===== src/logic/div_pkg.sv =====
package div_pkg;

  // Operand and result width of the execute stage.
  localparam int xlen = 64;

  // One quotient bit is produced per iteration cycle.
  localparam int div_steps = 64;

  // Wide enough to hold div_steps itself.
  localparam int cnt_w = 7;

  // Bit 0 selects signed operands, bit 1 selects the remainder as result.
  typedef enum logic [1:0] {
    op_divu = 2'b00,
    op_div  = 2'b01,
    op_remu = 2'b10,
    op_rem  = 2'b11
  } div_op_e;

  // Controller states.
  // s_idle accepts a new operation, s_run iterates and s_done presents the result.
  typedef enum logic [1:0] {
    s_idle,
    s_run,
    s_done
  } div_state_e;

endpackage

===== src/logic/div_unit.sv =====
module div_unit (
  input  logic                     clk,
  input  logic                     rst_n,
  input  logic [div_pkg::xlen-1:0] dividend,
  input  logic [div_pkg::xlen-1:0] divisor,
  input  logic                     div_valid,
  input  div_pkg::div_op_e         div_op,
  input  logic                     flush,
  output logic                     div_ready,
  output logic                     out_valid,
  output logic [div_pkg::xlen-1:0] result
);
  import div_pkg::*;

  logic            load;
  logic            step;
  div_op_e         op_r;
  logic [xlen-1:0] dividend_mag;
  logic [xlen-1:0] divisor_mag;
  logic [xlen-1:0] divisor_neg;
  logic            dividend_sign;
  logic            divisor_sign;
  logic            div_zero;
  logic            overflow;
  logic [xlen-1:0] quotient_raw;
  logic [xlen-1:0] remainder_raw;

  div_ctrl u_ctrl (
    .clk       (clk),
    .rst_n     (rst_n),
    .div_valid (div_valid),
    .flush     (flush),
    .div_ready (div_ready),
    .load      (load),
    .step      (step),
    .out_valid (out_valid)
  );

  div_operand_prep u_prep (
    .clk           (clk),
    .rst_n         (rst_n),
    .load          (load),
    .dividend      (dividend),
    .divisor       (divisor),
    .div_op        (div_op),
    .op_r          (op_r),
    .dividend_mag  (dividend_mag),
    .divisor_mag   (divisor_mag),
    .divisor_neg   (divisor_neg),
    .dividend_sign (dividend_sign),
    .divisor_sign  (divisor_sign),
    .div_zero      (div_zero),
    .overflow      (overflow)
  );

  div_iter u_iter (
    .clk           (clk),
    .rst_n         (rst_n),
    .load          (load),
    .step          (step),
    .dividend_mag  (dividend_mag),
    .divisor_mag   (divisor_mag),
    .divisor_neg   (divisor_neg),
    .quotient_raw  (quotient_raw),
    .remainder_raw (remainder_raw)
  );

  // The original dividend is recovered from its magnitude and sign.
  div_result_fix u_fix (
    .op_r          (op_r),
    .dividend      (dividend_mag),
    .quotient_raw  (quotient_raw),
    .remainder_raw (remainder_raw),
    .dividend_sign (dividend_sign),
    .divisor_sign  (divisor_sign),
    .div_zero      (div_zero),
    .overflow      (overflow),
    .result        (result)
  );

endmodule


===== src/logic/div_result_fix.sv =====
module div_result_fix (
  input  div_pkg::div_op_e         op_r,
  input  logic [div_pkg::xlen-1:0] dividend,
  input  logic [div_pkg::xlen-1:0] quotient_raw,
  input  logic [div_pkg::xlen-1:0] remainder_raw,
  input  logic                     dividend_sign,
  input  logic                     divisor_sign,
  input  logic                     div_zero,
  input  logic                     overflow,
  output logic [div_pkg::xlen-1:0] result
);
  import div_pkg::*;

  logic [xlen-1:0] dividend_orig;
  logic [xlen-1:0] quotient;
  logic [xlen-1:0] remainder;

  // The dividend port carries the stored magnitude, so rebuild the original.
  assign dividend_orig = dividend_sign ? -dividend : dividend;

  always_comb begin
    quotient  = (dividend_sign ^ divisor_sign) ? -quotient_raw : quotient_raw;
    remainder = dividend_sign ? -remainder_raw : remainder_raw;
    if (div_zero) begin
      quotient  = '1;
      remainder = dividend_orig;
    end else if (overflow) begin
      quotient  = dividend_orig;
      remainder = '0;
    end
  end

  assign result = op_r[1] ? remainder : quotient;

endmodule


===== src/logic/div_iter.sv =====
module div_iter (
  input  logic                     clk,
  input  logic                     rst_n,
  input  logic                     load,
  input  logic                     step,
  input  logic [div_pkg::xlen-1:0] dividend_mag,
  input  logic [div_pkg::xlen-1:0] divisor_mag,
  input  logic [div_pkg::xlen-1:0] divisor_neg,
  output logic [div_pkg::xlen-1:0] quotient_raw,
  output logic [div_pkg::xlen-1:0] remainder_raw
);
  import div_pkg::*;

  // Upper half is the partial remainder, lower half the dividend bits still to
  // be consumed followed by the quotient bits produced so far.
  logic [2*xlen-1:0] pr_q;
  // The partial remainder needs one bit more than xlen; this is its sign.
  logic              pr_sign;
  logic [xlen-1:0]   restore_r;
  // The operand magnitudes settle one cycle after load, so the first step
  // starts from them directly instead of from pr_q.
  logic              first;
  logic [2*xlen-1:0] cur;

  logic [xlen-1:0]   shifted;
  logic [xlen-1:0]   addend;
  logic [xlen-1:0]   sum;
  logic              cout;
  logic              new_sign;
  logic [xlen-1:0]   rem_now;

  assign cur     = first ? {{xlen{1'b0}}, dividend_mag} : pr_q;
  assign shifted = cur[2*xlen-2:xlen-1];
  assign addend  = pr_sign ? divisor_mag : divisor_neg;

  cla_64 u_cla (
    .a    (shifted),
    .b    (addend),
    .cin  (1'b0),
    .sum  (sum),
    .cout (cout)
  );

  // Bit xlen of the sum, built from the shifted-out bit and the extended addend.
  assign new_sign = cur[2*xlen-1] ^ ~pr_sign ^ cout;

  // When the partial remainder is negative, the true remainder is the shifted
  // value kept from before the step that went negative.
  assign rem_now = pr_sign ? restore_r : cur[2*xlen-1:xlen];

  always_ff @(posedge clk or negedge rst_n) begin
    if (!rst_n) begin
      pr_sign <= 1'b0;
      first   <= 1'b0;
    end else if (load) begin
      pr_sign <= 1'b0;
      first   <= 1'b1;
    end else if (step) begin
      pr_sign <= new_sign;
      first   <= 1'b0;
    end
  end

  always_ff @(posedge clk) begin
    if (step) begin
      pr_q      <= {sum, cur[xlen-2:0], ~new_sign};
      restore_r <= {rem_now[xlen-2:0], cur[xlen-1]};
    end
  end

  assign quotient_raw  = pr_q[xlen-1:0];
  assign remainder_raw = rem_now;

endmodule


===== src/logic/div_operand_prep.sv =====
module div_operand_prep (
  input  logic                     clk,
  input  logic                     rst_n,
  input  logic                     load,
  input  logic [div_pkg::xlen-1:0] dividend,
  input  logic [div_pkg::xlen-1:0] divisor,
  input  div_pkg::div_op_e         div_op,
  output div_pkg::div_op_e         op_r,
  output logic [div_pkg::xlen-1:0] dividend_mag,
  output logic [div_pkg::xlen-1:0] divisor_mag,
  output logic [div_pkg::xlen-1:0] divisor_neg,
  output logic                     dividend_sign,
  output logic                     divisor_sign,
  output logic                     div_zero,
  output logic                     overflow
);
  import div_pkg::*;

  logic            dvd_neg;
  logic            dvs_neg;
  logic [xlen-1:0] dvd_abs;
  logic [xlen-1:0] dvs_abs;
  logic            min_by_neg_one;

  // Unsigned operations treat the top bit as magnitude.
  assign dvd_neg = div_op[0] & dividend[xlen-1];
  assign dvs_neg = div_op[0] & divisor[xlen-1];
  assign dvd_abs = dvd_neg ? -dividend : dividend;
  assign dvs_abs = dvs_neg ? -divisor : divisor;

  assign min_by_neg_one = (dividend == {1'b1, {(xlen - 1){1'b0}}}) && (&divisor);

  always_ff @(posedge clk or negedge rst_n) begin
    if (!rst_n) begin
      op_r          <= op_divu;
      dividend_sign <= 1'b0;
      divisor_sign  <= 1'b0;
      div_zero      <= 1'b0;
      overflow      <= 1'b0;
    end else if (load) begin
      op_r          <= div_op;
      dividend_sign <= dvd_neg;
      divisor_sign  <= dvs_neg;
      div_zero      <= (divisor == '0);
      overflow      <= ((div_op == op_div) || (div_op == op_rem)) && min_by_neg_one;
    end
  end

  always_ff @(posedge clk) begin
    if (load) begin
      dividend_mag <= dvd_abs;
      divisor_mag  <= dvs_abs;
      // Subtracting the divisor is done as an add of its negation.
      divisor_neg  <= -dvs_abs;
    end
  end

endmodule


===== src/logic/div_ctrl.sv =====
module div_ctrl (
  input  logic clk,
  input  logic rst_n,
  input  logic div_valid,
  input  logic flush,
  output logic div_ready,
  output logic load,
  output logic step,
  output logic out_valid
);
  import div_pkg::*;

  div_state_e       state;
  logic [cnt_w-1:0] cnt;

  // New work is taken only while idle, and never in the same cycle as a flush.
  assign div_ready = (state == s_idle);
  assign load      = div_ready && div_valid && !flush;
  assign step      = (state == s_run);
  assign out_valid = (state == s_done);

  always_ff @(posedge clk or negedge rst_n) begin
    if (!rst_n) begin
      state <= s_idle;
      cnt   <= '0;
    end else if (flush) begin
      // Abort whatever is in flight.
      state <= s_idle;
      cnt   <= '0;
    end else begin
      case (state)
        s_idle: begin
          if (div_valid) begin
            state <= s_run;
            cnt   <= cnt_w'(div_steps);
          end
        end
        s_run: begin
          cnt <= cnt - 1'b1;
          // Last iteration happens in this cycle, so the counter reaches zero here.
          if (cnt == cnt_w'(1)) begin
            state <= s_done;
          end
        end
        s_done: begin
          state <= s_idle;
        end
        default: begin
          state <= s_idle;
          cnt   <= '0;
        end
      endcase
    end
  end

endmodule


===== src/logic/cla_64.sv =====
module cla_64 (
  input  logic [div_pkg::xlen-1:0] a,
  input  logic [div_pkg::xlen-1:0] b,
  input  logic                     cin,
  output logic [div_pkg::xlen-1:0] sum,
  output logic                     cout
);
  import div_pkg::*;

  logic [xlen-1:0]   g;
  logic [xlen-1:0]   p;
  logic [xlen/4-1:0] grp_g;
  logic [xlen/4-1:0] grp_p;
  logic [xlen/4:0]   grp_c;

  assign g = a & b;
  assign p = a ^ b;

  // First level: each 4-bit group resolves its own carries from the group carry-in.
  for (genvar i = 0; i < xlen / 4; i++) begin : gen_group
    logic [3:0] gg;
    logic [3:0] gp;
    logic [3:0] c;

    assign gg = g[4*i +: 4];
    assign gp = p[4*i +: 4];

    assign c[0] = grp_c[i];
    assign c[1] = gg[0] | (gp[0] & grp_c[i]);
    assign c[2] = gg[1] | (gp[1] & gg[0]) | (gp[1] & gp[0] & grp_c[i]);
    assign c[3] = gg[2] | (gp[2] & gg[1]) | (gp[2] & gp[1] & gg[0])
                | (gp[2] & gp[1] & gp[0] & grp_c[i]);

    assign grp_g[i] = gg[3] | (gp[3] & gg[2]) | (gp[3] & gp[2] & gg[1])
                    | (gp[3] & gp[2] & gp[1] & gg[0]);
    assign grp_p[i] = &gp;

    assign sum[4*i +: 4] = gp ^ c;
  end

  // Second level: every group carry is expanded directly from the group
  // generate and propagate terms, so no carry ripples between groups.
  always_comb begin
    logic run_p;

    grp_c[0] = cin;
    for (int k = 0; k < xlen / 4; k++) begin
      grp_c[k+1] = grp_g[k];
      run_p      = grp_p[k];
      for (int j = k - 1; j >= 0; j--) begin
        grp_c[k+1] = grp_c[k+1] | (run_p & grp_g[j]);
        run_p      = run_p & grp_p[j];
      end
      grp_c[k+1] = grp_c[k+1] | (run_p & cin);
    end
  end

  assign cout = grp_c[xlen/4];

endmodule


===== config.mk =====
export PLATFORM = sky130hd
export DESIGN_NAME = div_unit
export DESIGN_NICKNAME = d
export VERILOG_FILES = /design/src/logic/div_pkg.sv /design/src/logic/div_unit.sv /design/src/logic/div_result_fix.sv /design/src/logic/div_iter.sv /design/src/logic/div_operand_prep.sv /design/src/logic/div_ctrl.sv /design/src/logic/cla_64.sv
export SDC_FILE = /design/constraint.sdc
export NUM_CORES = 1
export LEC_CHECK = 0
export BUFFER_PORTS_ARGS = -buffer_cell sky130_fd_sc_hd__buf_2
export CAP_MARGIN = 20
export CORE_ASPECT_RATIO = 1.2
export CORE_MARGIN = 5
export CORE_UTILIZATION = 50
export CTS_CLUSTER_DIAMETER = 60
export DETAILED_ROUTE_END_ITERATION = 12
export PLACE_DENSITY_LB_ADDON = 0.2
export SYNTH_ARGS = -nofsm -noshare
export SYNTH_HDL_FRONTEND = slang
export SYNTH_SLANG_ARGS = --single-unit

===== constraint.sdc =====
create_clock -name clk -period 6.54 [get_ports clk]
set_input_delay 0.654 -clock clk [delete_from_list [all_inputs] [get_ports clk]]
set_output_delay 0.654 -clock clk [all_outputs]
set_load 0.05 [all_outputs]

==> impl_metrics.prom <==
# TYPE chip_impl_metric gauge
chip_impl_info{name="status",value="completed"} 1
chip_impl_metric{name="fmax",unit="MHz"} 167
chip_impl_metric{name="crit_fanout",unit=""} 72
chip_impl_metric{name="grt_first_pass_wirelength",unit="mm"} 129
chip_impl_metric{name="max_cap_violations",unit=""} 0
chip_impl_info{name="synth_top_cell_by_area",value="sky130_fd_sc_hd__edfxtp_1"} 1
chip_impl_metric{name="finalSetupTns",unit="ns"} 0
chip_impl_metric{name="leakage",unit="nW"} 11.3
chip_impl_info{name="tritoncts",value="yes"} 1
chip_impl_metric{name="cts_setup_buffers",unit=""} 0
chip_impl_metric{name="post_cts_resize_count",unit=""} 0
chip_impl_metric{name="max-vdd-ir-drop",unit="mV"} 0.242
chip_impl_metric{name="synthesis.area_per_instance",unit="sq um"} 9.95
chip_impl_metric{name="synthArstFlopShare",unit=""} 0.0401
chip_impl_info{name="timing_worst_setup_path_type",value="reg -> out"} 1
chip_impl_metric{name="synthCells",unit=""} 2871
chip_impl_info{name="timing.critical_path.to_type",value="primary output"} 1
chip_impl_metric{name="comb_power_share",unit=""} 0.479
chip_impl_info{name="synthTopCellsByCount",value="sky130_fd_sc_hd__edfxtp_1 (383), sky130_fd_sc_hd__xnor2_1 (239), sky130_fd_sc_hd__nand2_1 (217)"} 1
chip_impl_metric{name="synth_area",unit="sq mm"} 0.0286
chip_impl_metric{name="cts_inserted_buffers",unit=""} 45
chip_impl_metric{name="post-synth-top-area-fraction",unit=""} 0.402
chip_impl_metric{name="synth_cell_types",unit=""} 80
chip_impl_info{name="count_leader_synth",value="sky130_fd_sc_hd__edfxtp_1"} 1
chip_impl_metric{name="area_delta_synth_final",unit="%"} 11.3
chip_impl_metric{name="detail_route.drc_violations",unit=""} 0
chip_impl_metric{name="detail_route.first_pass.iterations",unit=""} 6
chip_impl_info{name="rsz0062_at_grt",value="no"} 1
chip_impl_metric{name="area_occupied_by_multi_input_gates",unit="sq mm"} 0.0157
chip_impl_metric{name="finalHoldViolCount",unit=""} 0
chip_impl_metric{name="n_antenna_cell",unit=""} 0
chip_impl_metric{name="port-buffer-count",unit=""} 199
chip_impl_metric{name="grt_antenna_before_repair",unit=""} 0
chip_impl_metric{name="totalWireLength",unit="mm"} 82.3
chip_impl_info{name="cp-start-kind",value="register"} 1
chip_impl_metric{name="slew_headroom",unit=""} 0.353
chip_impl_metric{name="gp_congestion",unit=""} 0.959
chip_impl_metric{name="worst_pin_slew",unit="ns"} 0.970
chip_impl_metric{name="clock_network_latency_to_the_later_pin_of_the_worst_skew_pair",unit="ns"} 0.59
chip_impl_metric{name="final_routed_wire_length_divided_by_cell_count",unit="microns"} 21.7
chip_impl_metric{name="clock_skew",unit="ns"} 0.0201
chip_impl_metric{name="post_route_cells_drive_above_1_share",unit=""} 0.168
chip_impl_metric{name="post_cts_hold_buffer_count",unit=""} 0
chip_impl_metric{name="min_period_over_period",unit=""} 0.918
chip_impl_metric{name="design_internal_power",unit="mW"} 7.29
chip_impl_metric{name="nFillCells",unit=""} 5011
chip_impl_metric{name="design.final.nets",unit=""} 3238
chip_impl_metric{name="detailedPlace.worstSlack",unit="ns"} 1.24
chip_impl_metric{name="core",unit="sq mm"} 0.0569
chip_impl_metric{name="yosysSeqAreaShare",unit=""} 0.416
chip_impl_metric{name="place.detailed.hpwl",unit="mm"} 61.0
chip_impl_metric{name="grt_usage",unit=""} 0.256
chip_impl_metric{name="io_pins",unit=""} 200
chip_impl_info{name="worst_hold_path_type",value="in -> async"} 1
chip_impl_metric{name="edff_count_synth",unit=""} 383
chip_impl_metric{name="sequential_power_share",unit=""} 0.310
chip_impl_metric{name="crit_required",unit="ns"} 5.89
chip_impl_metric{name="layout_setup_ws",unit="ns"} 0.538
chip_impl_metric{name="dieHeight",unit="microns"} 272
chip_impl_metric{name="grt_overflow_total",unit=""} 0
chip_impl_metric{name="worst-r2r-setup-slack",unit="ns"} 1.38
chip_impl_metric{name="slew_viol_final",unit=""} 0
chip_impl_metric{name="clock_power_share",unit=""} 0.211
chip_impl_metric{name="ant_nets",unit=""} 0
chip_impl_metric{name="dieArea",unit="sq mm"} 0.0621
chip_impl_metric{name="grt_pass1_vias",unit=""} 22542
chip_impl_info{name="cells_taking_the_most_area_after_synthesis",value="sky130_fd_sc_hd__edfxtp_1 (40%), sky130_fd_sc_hd__xnor2_1 (7.3%), sky130_fd_sc_hd__mux2_2 (6.2%), sky130_fd_sc_hd__xor2_1 (5.3%), sky130_fd_sc_hd__o21ai_0 (3.5%)"} 1
chip_impl_metric{name="p_sw",unit="mW"} 5.25
chip_impl_metric{name="finalSetupViolCount",unit=""} 0
chip_impl_metric{name="drt_iter0_markers",unit=""} 2340
chip_impl_metric{name="initial_core_util",unit=""} 0.502
chip_impl_metric{name="grt_max_degree",unit=""} 117
chip_impl_metric{name="clkTransAtPathRegs",unit="ns"} 0.06
chip_impl_metric{name="period_minus_slack",unit="ns"} 6.00
chip_impl_metric{name="sw_frac_of_total",unit=""} 0.418
chip_impl_metric{name="timing.critical_path.arrival",unit="ns"} 5.35
chip_impl_info{name="synth_ff_type",value="sky130_fd_sc_hd__edfxtp_1"} 1
chip_impl_metric{name="yosys_warnings",unit=""} 0
chip_impl_metric{name="ctsHtreeMaxLevel",unit=""} 2
chip_impl_metric{name="route.detailed.vias_per_inst",unit=""} 6.11
chip_impl_metric{name="synth_seq_cells",unit=""} 399
chip_impl_metric{name="synthesis.nets",unit=""} 3093
chip_impl_metric{name="layout.area.seq",unit="sq mm"} 0.0119
chip_impl_metric{name="std_cell_rows",unit=""} 96
chip_impl_metric{name="via_count",unit=""} 23131
chip_impl_metric{name="tritoncts_sink_count",unit=""} 399
chip_impl_metric{name="clock_path_buffers",unit=""} 3
chip_impl_metric{name="fp.dieW",unit="microns"} 228
chip_impl_info{name="cts.root.buffer_cell",value="sky130_fd_sc_hd__clkbuf_16"} 1
chip_impl_metric{name="powerDensity",unit="mW/mm^2"} 394
[registers in the layout (all words and copies together), names as in the netlist, 2 cells and up]
| signal | flops |
|---|---|
| u_iter.pr_q | 128 |
| u_iter.restore_r | 64 |
| u_prep.dividend_mag | 64 |
| u_prep.divisor_neg | 64 |
| u_prep.divisor_mag | 63 |
| u_ctrl.cnt | 7 |
| u_ctrl.state | 2 |
[worst paths after layout]
kind,start,to,depth (start not counted)
worst max-delay path,u_iter.pr_sign,result[50],13
worst min-delay path,rst_n,u_ctrl.cnt[6],1
worst max register to register,u_iter.pr_sign,u_iter.pr_q[126],14
worst min register to register,u_ctrl.cnt[3],u_ctrl.cnt[3],2
max in group asynchronous,rst_n,u_iter.pr_sign,1
min in group clk,dividend[0],u_prep.dividend_mag[0],1
[routing by layer]
layer	global-route usage	up-vias	wire length [microns]
li1	-	10969	-
met1	0.360	11057	36200
met4	0.0962	0	3310
met2	0.409	942	37300
met3	0.0345	163	5470
met5	0	-	0
[per-stage QoR]
stage | utilization | hold slack (ns) | instances | power [mW] | instance area [sq um]
global route | 0.559 | 0.102 | 3786 | 13.2 | 31800
CTS | 0.558 | 0.0842 | 3785 | 12.5 | 31800
global placement | 0.532 | 0.485 | 3703 | 9.71 | 30300
detailed placement | 0.532 | 0.506 | 3703 | 9.85 | 30300
finish | 0.559 | 0.0841 | 3786 | 12.5 | 31800
floorplan | - | 0.358 | 2871 | 8.38 | 28600
[critical path, stage by stage (launching register included)]
cell	delay (ns)
sky130_fd_sc_hd__dfrtp_4	0.93
sky130_fd_sc_hd__o21ai_0	0.37
sky130_fd_sc_hd__inv_1	0.14
sky130_fd_sc_hd__ha_1	0.18
sky130_fd_sc_hd__nand2_1	0.12
sky130_fd_sc_hd__or4_1	0.54
sky130_fd_sc_hd__nor4b_2	0.33
sky130_fd_sc_hd__buf_4	0.18
sky130_fd_sc_hd__nand3_1	0.15
sky130_fd_sc_hd__or4_1	0.61
sky130_fd_sc_hd__o41ai_1	0.36
sky130_fd_sc_hd__xor2_1	0.10
sky130_fd_sc_hd__o21ai_0	0.33
sky130_fd_sc_hd__buf_2	0.34
[power by group through the flow]
| stage | combinational (mW) | sequential (mW) | clock [mW] |
|---|---|---|---|
| after global placement | 5.79 | 3.92 | 0 |
| after global routing | 6.49 | 3.95 | 2.78 |
| after floorplan | 4.59 | 3.79 | 0 |
| after CTS | 5.95 | 3.89 | 2.69 |
| final | 6.00 | 3.89 | 2.64 |
| after detailed placement | 5.92 | 3.93 | 0 |
[area by class of cell]
cell class,count,area share
inverters,113,0.0137
multi-input cells,2222,0.495
flip-flops and latches,399,0.375
well taps,735,0.0289
clock buffers,56,0.0374
clock inverters,26,0.0103
repair buffers,235,0.0405
[placed cells by master (no fill, tap or decap), drive strengths merged, types with 24 or more instances in the layout]
cell type	count
edfxtp	383
xnor2	240
buf	234
nand2	218
o21ai	199
nor2	185
xor2	173
mux2	157
a21oi	131
inv	115
o31ai	83
nor3	78
ha	72
nor2b	68
clkbuf	57
nand3	51
or3	50
nor4	43
nand4	42
o41ai	38
or4	38
mux2i	33
nand2b	28
or2	24
[kinds of logic after synthesis]
logic type | Yosys count | share of synthesized area
AO/OA/AOI/OAI | 652 | 0.147
XOR/XNOR | 413 | 0.127
adder cells (fa/ha/maj) | 88 | 0.0427
buffers and inverters | 250 | 0.0338
flip-flops | 399 | 0.416
multiplexers | 190 | 0.0734
AND/OR/NAND/NOR | 879 | 0.160
No activity file was read; power rests on OpenSTA's default activity.
